### config.mk
export PLATFORM = sky130hd
export DESIGN_NAME = lsu_top
export DESIGN_NICKNAME = d
export VERILOG_FILES = /design/src/verilog/lsu_pkg.sv /design/src/verilog/lsu_bus_master.sv /design/src/verilog/lsu_load_format.sv /design/src/verilog/lsu_req_stage.sv /design/src/verilog/lsu_top.sv
export SDC_FILE = /design/constraint.sdc
export NUM_CORES = 1
export LEC_CHECK = 0
export BUFFER_PORTS_ARGS = -buffer_cell sky130_fd_sc_hd__buf_2
export CAP_MARGIN = 20
export CORE_UTILIZATION = 40
export DETAILED_ROUTE_END_ITERATION = 12
export PLACE_DENSITY = 0.6
export SYNTH_ARGS = -nofsm -noshare
export SYNTH_HDL_FRONTEND = slang
export SYNTH_SLANG_ARGS = --single-unit
### constraint.sdc
create_clock -name clk -period 4.3 [get_ports clk]
set_input_delay 0.43 -clock clk [delete_from_list [all_inputs] [get_ports clk]]
set_output_delay 0.43 -clock clk [all_outputs]
set_load 0.05 [all_outputs]
### src/verilog/lsu_pkg.sv
package lsu_pkg;

    // byte address and register/bus data
    typedef logic [31:0] addr_t;
    typedef logic [31:0] data_t;

    // one strobe bit per byte lane
    typedef logic [3:0] strb_t;

    // destination register index
    typedef logic [4:0] reg_idx_t;

    // byte offset within a 32-bit word
    typedef logic [1:0] lane_t;

    // access size coded like the low bits of AXI size
    typedef logic [1:0] mem_size_t;

    localparam mem_size_t SIZE_BYTE = 2'd0;
    localparam mem_size_t SIZE_HALF = 2'd1;
    localparam mem_size_t SIZE_WORD = 2'd2;

    // AXI response codes
    typedef logic [1:0] resp_t;

    localparam resp_t RESP_OKAY   = 2'b00;
    localparam resp_t RESP_SLVERR = 2'b10;

endpackage

### src/verilog/lsu_bus_master.sv
`timescale 1ns/1ps

module lsu_bus_master (
    input  logic                clk,
    input  logic                rst,
    input  logic                op_valid,
    output logic                op_ready,
    input  logic                op_store,
    input  lsu_pkg::mem_size_t  op_size,
    input  logic                op_signed,
    input  lsu_pkg::addr_t      op_addr,
    input  lsu_pkg::data_t      op_wdata,
    input  lsu_pkg::strb_t      op_strb,
    input  lsu_pkg::lane_t      op_lane,
    input  logic                op_misaligned,
    input  lsu_pkg::reg_idx_t   op_rd,
    output logic                done_valid,
    input  logic                done_ready,
    output logic                done_store,
    output lsu_pkg::mem_size_t  done_size,
    output logic                done_signed,
    output lsu_pkg::lane_t      done_lane,
    output lsu_pkg::data_t      done_raw,
    output logic                done_fault,
    output lsu_pkg::reg_idx_t   done_rd,
    output lsu_pkg::addr_t      araddr,
    output logic                arvalid,
    input  logic                arready,
    input  lsu_pkg::data_t      rdata,
    input  lsu_pkg::resp_t      rresp,
    input  logic                rvalid,
    output logic                rready,
    output lsu_pkg::addr_t      awaddr,
    output logic                awvalid,
    input  logic                awready,
    output lsu_pkg::data_t      wdata,
    output lsu_pkg::strb_t      wstrb,
    output logic                wvalid,
    input  logic                wready,
    input  lsu_pkg::resp_t      bresp,
    input  logic                bvalid,
    output logic                bready
);

    typedef enum logic [2:0] {
        ST_IDLE,
        ST_RD_ADDR,
        ST_RD_DATA,
        ST_WR_REQ,
        ST_WR_RESP,
        ST_DONE
    } state_t;

    state_t state;
    logic   aw_done;
    logic   w_done;

    assign op_ready   = (state == ST_IDLE);
    assign done_valid = (state == ST_DONE);

    // a channel counts as done once its valid has dropped or handshakes now
    assign aw_done = !awvalid || awready;
    assign w_done  = !wvalid || wready;

    always_ff @(posedge clk or posedge rst) begin
        if (rst) begin
            state   <= ST_IDLE;
            arvalid <= 1'b0;
            rready  <= 1'b0;
            awvalid <= 1'b0;
            wvalid  <= 1'b0;
            bready  <= 1'b0;
        end else begin
            case (state)
                ST_IDLE: begin
                    if (op_valid) begin
                        if (op_misaligned) begin
                            state <= ST_DONE;
                        end else if (op_store) begin
                            awvalid <= 1'b1;
                            wvalid  <= 1'b1;
                            state   <= ST_WR_REQ;
                        end else begin
                            arvalid <= 1'b1;
                            state   <= ST_RD_ADDR;
                        end
                    end
                end
                ST_RD_ADDR: begin
                    if (arready) begin
                        arvalid <= 1'b0;
                        rready  <= 1'b1;
                        state   <= ST_RD_DATA;
                    end
                end
                ST_RD_DATA: begin
                    if (rvalid) begin
                        rready <= 1'b0;
                        state  <= ST_DONE;
                    end
                end
                ST_WR_REQ: begin
                    if (awready) begin
                        awvalid <= 1'b0;
                    end
                    if (wready) begin
                        wvalid <= 1'b0;
                    end
                    if (aw_done && w_done) begin
                        bready <= 1'b1;
                        state  <= ST_WR_RESP;
                    end
                end
                ST_WR_RESP: begin
                    if (bvalid) begin
                        bready <= 1'b0;
                        state  <= ST_DONE;
                    end
                end
                default: begin
                    if (done_ready) begin
                        state <= ST_IDLE;
                    end
                end
            endcase
        end
    end

    always_ff @(posedge clk) begin
        if (op_valid && op_ready) begin
            araddr      <= op_addr;
            awaddr      <= op_addr;
            wdata       <= op_wdata;
            wstrb       <= op_strb;
            done_store  <= op_store;
            done_size   <= op_size;
            done_signed <= op_signed;
            done_lane   <= op_lane;
            done_rd     <= op_rd;
            done_raw    <= '0;
            // misaligned ops never reach the bus
            done_fault  <= op_misaligned;
        end
        if (rvalid && rready) begin
            done_raw   <= rdata;
            done_fault <= (rresp != lsu_pkg::RESP_OKAY);
        end
        if (bvalid && bready) begin
            done_fault <= (bresp != lsu_pkg::RESP_OKAY);
        end
    end

endmodule

### src/verilog/lsu_load_format.sv
`timescale 1ns/1ps

module lsu_load_format (
    input  logic                clk,
    input  logic                rst,
    input  logic                done_valid,
    output logic                done_ready,
    input  logic                done_store,
    input  lsu_pkg::mem_size_t  done_size,
    input  logic                done_signed,
    input  lsu_pkg::lane_t      done_lane,
    input  lsu_pkg::data_t      done_raw,
    input  logic                done_fault,
    input  lsu_pkg::reg_idx_t   done_rd,
    output logic                resp_valid,
    input  logic                resp_ready,
    output logic                resp_store,
    output lsu_pkg::reg_idx_t   resp_rd,
    output lsu_pkg::data_t      resp_data,
    output logic                resp_fault
);

    lsu_pkg::data_t shifted;
    lsu_pkg::data_t extended;

    // held result blocks the master until writeback takes it
    assign done_ready = !resp_valid || resp_ready;

    assign shifted = done_raw >> {done_lane, 3'b000};

    always_comb begin
        case (done_size)
            lsu_pkg::SIZE_BYTE:
                extended = {{24{done_signed & shifted[7]}}, shifted[7:0]};
            lsu_pkg::SIZE_HALF:
                extended = {{16{done_signed & shifted[15]}}, shifted[15:0]};
            default:
                extended = shifted;
        endcase
    end

    always_ff @(posedge clk or posedge rst) begin
        if (rst) begin
            resp_valid <= 1'b0;
        end else if (done_valid && done_ready) begin
            resp_valid <= 1'b1;
        end else if (resp_ready) begin
            resp_valid <= 1'b0;
        end
    end

    always_ff @(posedge clk) begin
        if (done_valid && done_ready) begin
            resp_store <= done_store;
            resp_rd    <= done_rd;
            resp_fault <= done_fault;
            resp_data  <= (done_store || done_fault) ? '0 : extended;
        end
    end

endmodule

### src/verilog/lsu_req_stage.sv
`timescale 1ns/1ps

module lsu_req_stage (
    input  logic                clk,
    input  logic                rst,
    input  logic                req_valid,
    output logic                req_ready,
    input  logic                req_store,
    input  lsu_pkg::mem_size_t  req_size,
    input  logic                req_signed,
    input  lsu_pkg::addr_t      req_addr,
    input  lsu_pkg::data_t      req_wdata,
    input  lsu_pkg::reg_idx_t   req_rd,
    output logic                op_valid,
    input  logic                op_ready,
    output logic                op_store,
    output lsu_pkg::mem_size_t  op_size,
    output logic                op_signed,
    output lsu_pkg::addr_t      op_addr,
    output lsu_pkg::data_t      op_wdata,
    output lsu_pkg::strb_t      op_strb,
    output lsu_pkg::lane_t      op_lane,
    output logic                op_misaligned,
    output lsu_pkg::reg_idx_t   op_rd
);

    lsu_pkg::lane_t lane;
    logic           misaligned;
    lsu_pkg::strb_t strb;

    // buffer is free when empty or draining this cycle
    assign req_ready = !op_valid || op_ready;

    assign lane = req_addr[1:0];

    always_comb begin
        case (req_size)
            lsu_pkg::SIZE_BYTE: begin
                misaligned = 1'b0;
                strb       = 4'b0001 << lane;
            end
            lsu_pkg::SIZE_HALF: begin
                misaligned = lane[0];
                strb       = 4'b0011 << lane;
            end
            default: begin
                misaligned = (lane != 2'd0);
                strb       = 4'b1111;
            end
        endcase
    end

    always_ff @(posedge clk or posedge rst) begin
        if (rst) begin
            op_valid <= 1'b0;
        end else if (req_valid && req_ready) begin
            op_valid <= 1'b1;
        end else if (op_ready) begin
            op_valid <= 1'b0;
        end
    end

    always_ff @(posedge clk) begin
        if (req_valid && req_ready) begin
            op_store      <= req_store;
            op_size       <= req_size;
            op_signed     <= req_signed;
            op_addr       <= req_addr;
            // store data moves up to its byte lane
            op_wdata      <= req_wdata << {lane, 3'b000};
            op_strb       <= strb;
            op_lane       <= lane;
            op_misaligned <= misaligned;
            op_rd         <= req_rd;
        end
    end

endmodule

### src/verilog/lsu_top.sv
`timescale 1ns/1ps

module lsu_top (
    input  logic                clk,
    input  logic                rst,
    input  logic                req_valid,
    output logic                req_ready,
    input  logic                req_store,
    input  lsu_pkg::mem_size_t  req_size,
    input  logic                req_signed,
    input  lsu_pkg::addr_t      req_addr,
    input  lsu_pkg::data_t      req_wdata,
    input  lsu_pkg::reg_idx_t   req_rd,
    output logic                resp_valid,
    input  logic                resp_ready,
    output logic                resp_store,
    output lsu_pkg::reg_idx_t   resp_rd,
    output lsu_pkg::data_t      resp_data,
    output logic                resp_fault,
    output lsu_pkg::addr_t      araddr,
    output logic                arvalid,
    input  logic                arready,
    input  lsu_pkg::data_t      rdata,
    input  lsu_pkg::resp_t      rresp,
    input  logic                rvalid,
    output logic                rready,
    output lsu_pkg::addr_t      awaddr,
    output logic                awvalid,
    input  logic                awready,
    output lsu_pkg::data_t      wdata,
    output lsu_pkg::strb_t      wstrb,
    output logic                wvalid,
    input  logic                wready,
    input  lsu_pkg::resp_t      bresp,
    input  logic                bvalid,
    output logic                bready
);

    // request buffer to bus master
    logic               op_valid;
    logic               op_ready;
    logic               op_store;
    lsu_pkg::mem_size_t op_size;
    logic               op_signed;
    lsu_pkg::addr_t     op_addr;
    lsu_pkg::data_t     op_wdata;
    lsu_pkg::strb_t     op_strb;
    lsu_pkg::lane_t     op_lane;
    logic               op_misaligned;
    lsu_pkg::reg_idx_t  op_rd;

    // bus master to load formatter
    logic               done_valid;
    logic               done_ready;
    logic               done_store;
    lsu_pkg::mem_size_t done_size;
    logic               done_signed;
    lsu_pkg::lane_t     done_lane;
    lsu_pkg::data_t     done_raw;
    logic               done_fault;
    lsu_pkg::reg_idx_t  done_rd;

    lsu_req_stage i_req_stage (
        .clk           (clk),
        .rst           (rst),
        .req_valid     (req_valid),
        .req_ready     (req_ready),
        .req_store     (req_store),
        .req_size      (req_size),
        .req_signed    (req_signed),
        .req_addr      (req_addr),
        .req_wdata     (req_wdata),
        .req_rd        (req_rd),
        .op_valid      (op_valid),
        .op_ready      (op_ready),
        .op_store      (op_store),
        .op_size       (op_size),
        .op_signed     (op_signed),
        .op_addr       (op_addr),
        .op_wdata      (op_wdata),
        .op_strb       (op_strb),
        .op_lane       (op_lane),
        .op_misaligned (op_misaligned),
        .op_rd         (op_rd)
    );

    lsu_bus_master i_bus_master (
        .clk           (clk),
        .rst           (rst),
        .op_valid      (op_valid),
        .op_ready      (op_ready),
        .op_store      (op_store),
        .op_size       (op_size),
        .op_signed     (op_signed),
        .op_addr       (op_addr),
        .op_wdata      (op_wdata),
        .op_strb       (op_strb),
        .op_lane       (op_lane),
        .op_misaligned (op_misaligned),
        .op_rd         (op_rd),
        .done_valid    (done_valid),
        .done_ready    (done_ready),
        .done_store    (done_store),
        .done_size     (done_size),
        .done_signed   (done_signed),
        .done_lane     (done_lane),
        .done_raw      (done_raw),
        .done_fault    (done_fault),
        .done_rd       (done_rd),
        .araddr        (araddr),
        .arvalid       (arvalid),
        .arready       (arready),
        .rdata         (rdata),
        .rresp         (rresp),
        .rvalid        (rvalid),
        .rready        (rready),
        .awaddr        (awaddr),
        .awvalid       (awvalid),
        .awready       (awready),
        .wdata         (wdata),
        .wstrb         (wstrb),
        .wvalid        (wvalid),
        .wready        (wready),
        .bresp         (bresp),
        .bvalid        (bvalid),
        .bready        (bready)
    );

    lsu_load_format i_load_format (
        .clk         (clk),
        .rst         (rst),
        .done_valid  (done_valid),
        .done_ready  (done_ready),
        .done_store  (done_store),
        .done_size   (done_size),
        .done_signed (done_signed),
        .done_lane   (done_lane),
        .done_raw    (done_raw),
        .done_fault  (done_fault),
        .done_rd     (done_rd),
        .resp_valid  (resp_valid),
        .resp_ready  (resp_ready),
        .resp_store  (resp_store),
        .resp_rd     (resp_rd),
        .resp_data   (resp_data),
        .resp_fault  (resp_fault)
    );

endmodule

# --- Word level (Yosys, flattened, before mapping) ---
# Cells that the tools add are included.
# Widths: inputs -> output; s select.
word_totals:
  ff_bits: 241
  input_bits: 118
  output_inout_bits: 146
  wordCells: 129
op_classes:
  n_eq_ne: 17
  n_shift: 4
  n_mux: 39
  bitwise: 2
  n_reduce_logical: 36
op_table:
  columns: ["op", "n"]
  rows:
  - ["$mux 32", 2]
  - ["$pmux 32 s2", 1]
  - ["$shl 32x5->32", 1]
  - ["$shr 32x5->32", 1]
  - ["$mux 3", 7]
  - ["$mux 1", 20]
  - ["$reduce_bool 2->1", 10]
  - ["$ne 2x2->1 const B", 9]
  - ["$pmux 3 s5", 1]
  - ["$reduce_and 5->1", 3]
  - ["$pmux 1 s2", 6]
  - ["$pmux 4 s2", 1]
  - ["$eq 3x2->1 const B", 2]
  - ["$eq 3x3->1 const B", 2]
  - ["$logic_and 1x1->1", 6]
  - ["$reduce_and 3->1", 2]
  - ["$reduce_and 6->1", 1]
  - ["$reduce_bool 6->1", 1]
  - ["$logic_or 1x1->1", 5]
  - ["$eq 2x1->1 const B", 2]
  - ["$logic_not 1->1", 4]
  - ["$logic_not 2->1", 2]
  - ["$shl 1x2->4 const A", 1]
  - ["$shl 2x2->4 const A", 1]
  - ["other kinds (6)", 7]

# --- Depth between registers and ports, before layout ---
depth:
  word_depth: 5
  mapped_depth: 7
  mapped_depth_nobuf: 5

# --- Modules after synthesis ---
# A second synthesis with hierarchy kept.
unflattened:
  cells_unflattened: 569
  hier_area_um2: 9542.9
by_module_without_submodules:
  columns: ["mod", "instances", "cells_per_inst", "area_per_inst_um2", "seq_area_each_um2"]
  rows:
  - ["lsu_bus_master", 1, 248, 4394.2, 3563.4]
  - ["lsu_req_stage", 1, 161, 3004.1, 2367.3]
  - ["lsu_load_format", 1, 160, 2144.6, 1196.1]

# --- Worst setup path before layout ---
# Ideal clock, no wire load.
synth_timing:
  path_type: "flip-flop to flip-flop"
  start: "reg i_bus_master.state[2]"
  end: "reg i_req_stage.op_addr[10], enable pin"
  setup_time_ns: 0.444
  arrival_ns: 3.823
  t_required_ns: 3.856
  slack_ns: 0.033
  stages_incl_launch_ff: 4
  n_path_buf: 1
  synth_period_minus_slack_ns: 4.267
  cell_sequence: "dfrtp_1 buf_4 o31ai_1 and2_1"
synth_via:
  elab_chain_cells: 3
synth_rtl:
  columns: ["element", "line_no", "source"]
  rows:
  - ["from (decl)", "lsu_bus_master.sv:54", "state_t state;"]
  - ["from (signal assigned)", "lsu_bus_master.sv:67", "state <= ST_IDLE;"]
  - ["from (signal assigned)", "lsu_bus_master.sv:78", "state <= ST_DONE;"]
  - ["from (signal assigned)", "lsu_bus_master.sv:82", "state <= ST_WR_REQ;"]
  - ["$logic_not 3->1", "lsu_bus_master.sv:58", "assign op_ready = (state == ST_IDLE);"]
  - ["$logic_or 1x1->1", "lsu_req_stage.sv:32", "assign req_ready = !op_valid || op_ready;"]
  - ["net req_ready", "lsu_top.sv:7", "output logic req_ready,"]
  - ["$logic_and 1x1->1", "lsu_req_stage.sv:64", "if (req_valid && req_ready) begin"]
  - ["to (signal assigned)", "lsu_req_stage.sv:68", "op_addr <= req_addr;"]
  - ["to (decl)", "lsu_req_stage.sv:19", "output lsu_pkg::addr_t op_addr,"]
# The timed path passes the listed nets, and every way through them passes these cells.
# A chain may end at the register's enable or synchronous reset.

==> impl_metrics.env <==
export IMPL_areaGrowthSynthToFinish_pct=23.6
export IMPL_crit_path_end_kind="primary output"
export IMPL_ys_async_sr_fraction=0.0422
export IMPL_avgSynthCellArea_um2=15.6
export IMPL_antenna_found_initial=1
export IMPL_combPwrFrac=0.338
export IMPL_worst_pin_slew_ps=1040
export IMPL_via_count=5475
export IMPL_path_clk_slew_ps=60
export IMPL_status="complete, no violations"
export IMPL_cts_tree="done"
export IMPL_worstSetupStartpointType="flip-flop"
export IMPL_max_freq_mhz=413
export IMPL_grt_use_total=0.156
export IMPL_ys_seq_area_frac=0.758
export IMPL_synthCells=598
export IMPL_maxCapViolCount=0
export IMPL_ys_warn_count=0
export IMPL_drt_pass1_iterations=4
export IMPL_clock_root_buffer="clkbuf_16"
export IMPL_nNetsFinal=947
export IMPL_leakage_nw=4.56
export IMPL_cts_setup_buffers=0
export IMPL_clock_sinks=237
export IMPL_slowest_stage="edfxtp_1"
export IMPL_avgRoutedWirePerCell_um=16.7
export IMPL_switching_power_mw=3.62
export IMPL_coreArea_um2=22800
export IMPL_clockPowerShare=0.234
export IMPL_setup_viol=0
export IMPL_finalSetupTns_ps=0
export IMPL_ys_ff_latch=237
export IMPL_ant_nets=0
export IMPL_grt_pass1_wl_um=28700
export IMPL_finalCriticalPeriod_ps=2420
export IMPL_cts_max_level=1
export IMPL_start_util=0.409
export IMPL_clk_insertion_delay_late_ps=520
export IMPL_hpwl_um=13200
export IMPL_max_vdd_ir_drop_v=0.000454
export IMPL_ys_flop_type="edfxtp_1"
export IMPL_hold_viol_final=0
export IMPL_period_share=0.563
export IMPL_required_ps=3870
export IMPL_critical_path_max_stage_delay_ps=1030
export IMPL_first_global_vias=5056
export IMPL_drt_iter0_drc=312
export IMPL_crit_fanout=28
export IMPL_power_density_nw_per_um2=783
export IMPL_crit_chain="buf_2"
export IMPL_crit_type="flip-flop to primary output"
export IMPL_dieArea_um2=23900
export IMPL_numPortBuffers=263
export IMPL_vias_per_cell=4.72
export IMPL_grt_max_degree=79
export IMPL_rsz0062_at_grt="false"
export IMPL_p_int_mw=5.41
export IMPL_power_mw=9.02
export IMPL_pwr_share_seq=0.428
export IMPL_crit_family="flip-flops"
export IMPL_synth_edf_count=227
export IMPL_die_w_um=155
export IMPL_drt_total_wl_um=19300
export IMPL_clock_path_buffers=3
export IMPL_numCtsBuffers=25
export IMPL_antennaDiodeCount=0
export IMPL_slew_headroom=0.307
export IMPL_cts_resized_gates=0
export IMPL_hold_class="primary input to flip-flop"
export IMPL_finClkSkew_ps=8.69
export IMPL_overflow=0
export IMPL_arrival_ps=1990
export IMPL_rows=55
export IMPL_pin_count=264
export IMPL_swShare=0.401
export IMPL_die_h_um=155
export IMPL_drv_slew=0
export IMPL_yosys_cell_types_count=36
export IMPL_drcViolationCount=0
export IMPL_crit_buf_inv=1
export IMPL_synth_nets=716
export IMPL_synth_area_um2=9320
export IMPL_layout_drive_gt1_share=0.391
export IMPL_ctsHoldBuffers=1
export IMPL_final_util=0.506
export IMPL_gp_congestion=0.802
==> path summary, 6_finish.rpt <==
path	from	depth (start not counted)	end	slack (ps)
max in group asynchronous	rst	3	i_bus_master.arvalid	3590
min	req_addr[23]	1	i_req_stage.op_addr[23]	80
max reg2reg	i_bus_master.state[0]	4	i_bus_master.done_rd[1]	1910
max	i_bus_master.araddr[1]	1	awaddr[1]	1880
min in group asynchronous	rst	3	i_req_stage.op_valid	430
min reg2reg	i_req_stage.op_addr[9]	0	i_bus_master.araddr[9]	410
==> power groups by stage <==
stage / Combinational (mW) / Clock, mW / Sequential (mW)
floorplan: 1.43 / 0 / 4.89
global placement: 3.03 / 0 / 3.90
detailed placement: 3.05 / 0 / 3.92
CTS: 3.06 / 2.17 / 3.87
global route: 3.23 / 2.24 / 3.95
finish: 3.05 / 2.11 / 3.86
==> area by class of cell <==
| cell class | instances | area, um2 |
|---|---|---|
| sequential | 237 | 7070 |
| clock buffer | 30 | 644 |
| timing repair buffer | 269 | 1400 |
| tap | 313 | 392 |
| fill | 1965 | 11300 |
| inverter | 7 | 27.5 |
| clock inverter | 14 | 160 |
| multi-input combinational | 289 | 1840 |
==> cells in the final DEF (no fill, tap or decap), types with 5 or more instances in the layout <==
master / n
a211oi_1: 22
a21oi_1: 32
a21oi_2: 10
and2_1: 15
and3_1: 32
buf_2: 263
clkbuf_1: 5
clkbuf_16: 25
clkinv_2: 7
dfrtp_1: 10
edfxtp_1: 227
inv_1: 6
mux2_2: 8
mux2i_1: 30
nand2_1: 34
nand3_1: 5
nor2_1: 28
nor2b_1: 28
o21ai_0: 19
==> per-stage QoR <==
stage | hold WS (ps) | instances | setup slack, ps | area [um2]
floorplan | 270 | 598 | 32.8 | 9320
global placement | 400 | 1112 | 1970 | 10700
detailed placement | 405 | 1113 | 1910 | 10700
CTS | 55.2 | 1158 | 1850 | 11500
global route | 56.1 | 1159 | 1660 | 11500
finish | 81.0 | 1159 | 1880 | 11500
==> registers in the layout, summed over array words and instances, names as in the netlist, 31 cells and up <==
signal	cells
i_req_stage.op_addr	31
i_req_stage.op_wdata	32
i_bus_master.done_raw	32
i_load_format.resp_data	32
i_bus_master.araddr	32
i_bus_master.wdata	32
==> logic make-up after synthesis <==
group / after synthesis / synth area share
flip-flops: 237 / 0.758
AO/OA/AOI/OAI: 94 / 0.0640
multiplexers: 39 / 0.0431
buffers and inverters: 72 / 0.0459
AND/OR/NAND/NOR: 156 / 0.0890
==> synthesized netlist by cell type (2+ instances only) <==
cell	n	area [um2]
buf_1	2	7.51
and3b_1	2	17.5
nand2b_1	3	18.8
inv_1	7	26.3
nor2_1	29	109
and3_1	32	200
mux2i_1	30	300
a21oi_1	32	160
clkbuf_1	13	48.8
buf_4	33	248
a211oi_1	22	165
mux2_2	8	90.1
a22o_1	2	17.5
o21ai_0	19	95.1
nand2_1	34	128
nor2b_1	28	175
buf_2	15	75.1
and2_1	16	100
edfxtp_1	227	6820
or2_2	3	18.8
dfrtp_1	10	250
buf_6	2	22.5
o21ai_1	2	10.0
a21oi_2	10	87.6
o31ai_1	2	15.0
nand3_1	5	25.0
==> layer usage <==
metal  vias to the layer above  track usage  part of all wire
met3                        24       0.0280             0.060
met4                         2       0.0396             0.016
met5                         -            0           0.00067
li1                       2661            -                 -
met2                       185        0.253              0.48
met1                      2603        0.218              0.44
Note: power is estimated with default switching activity, not from simulation.
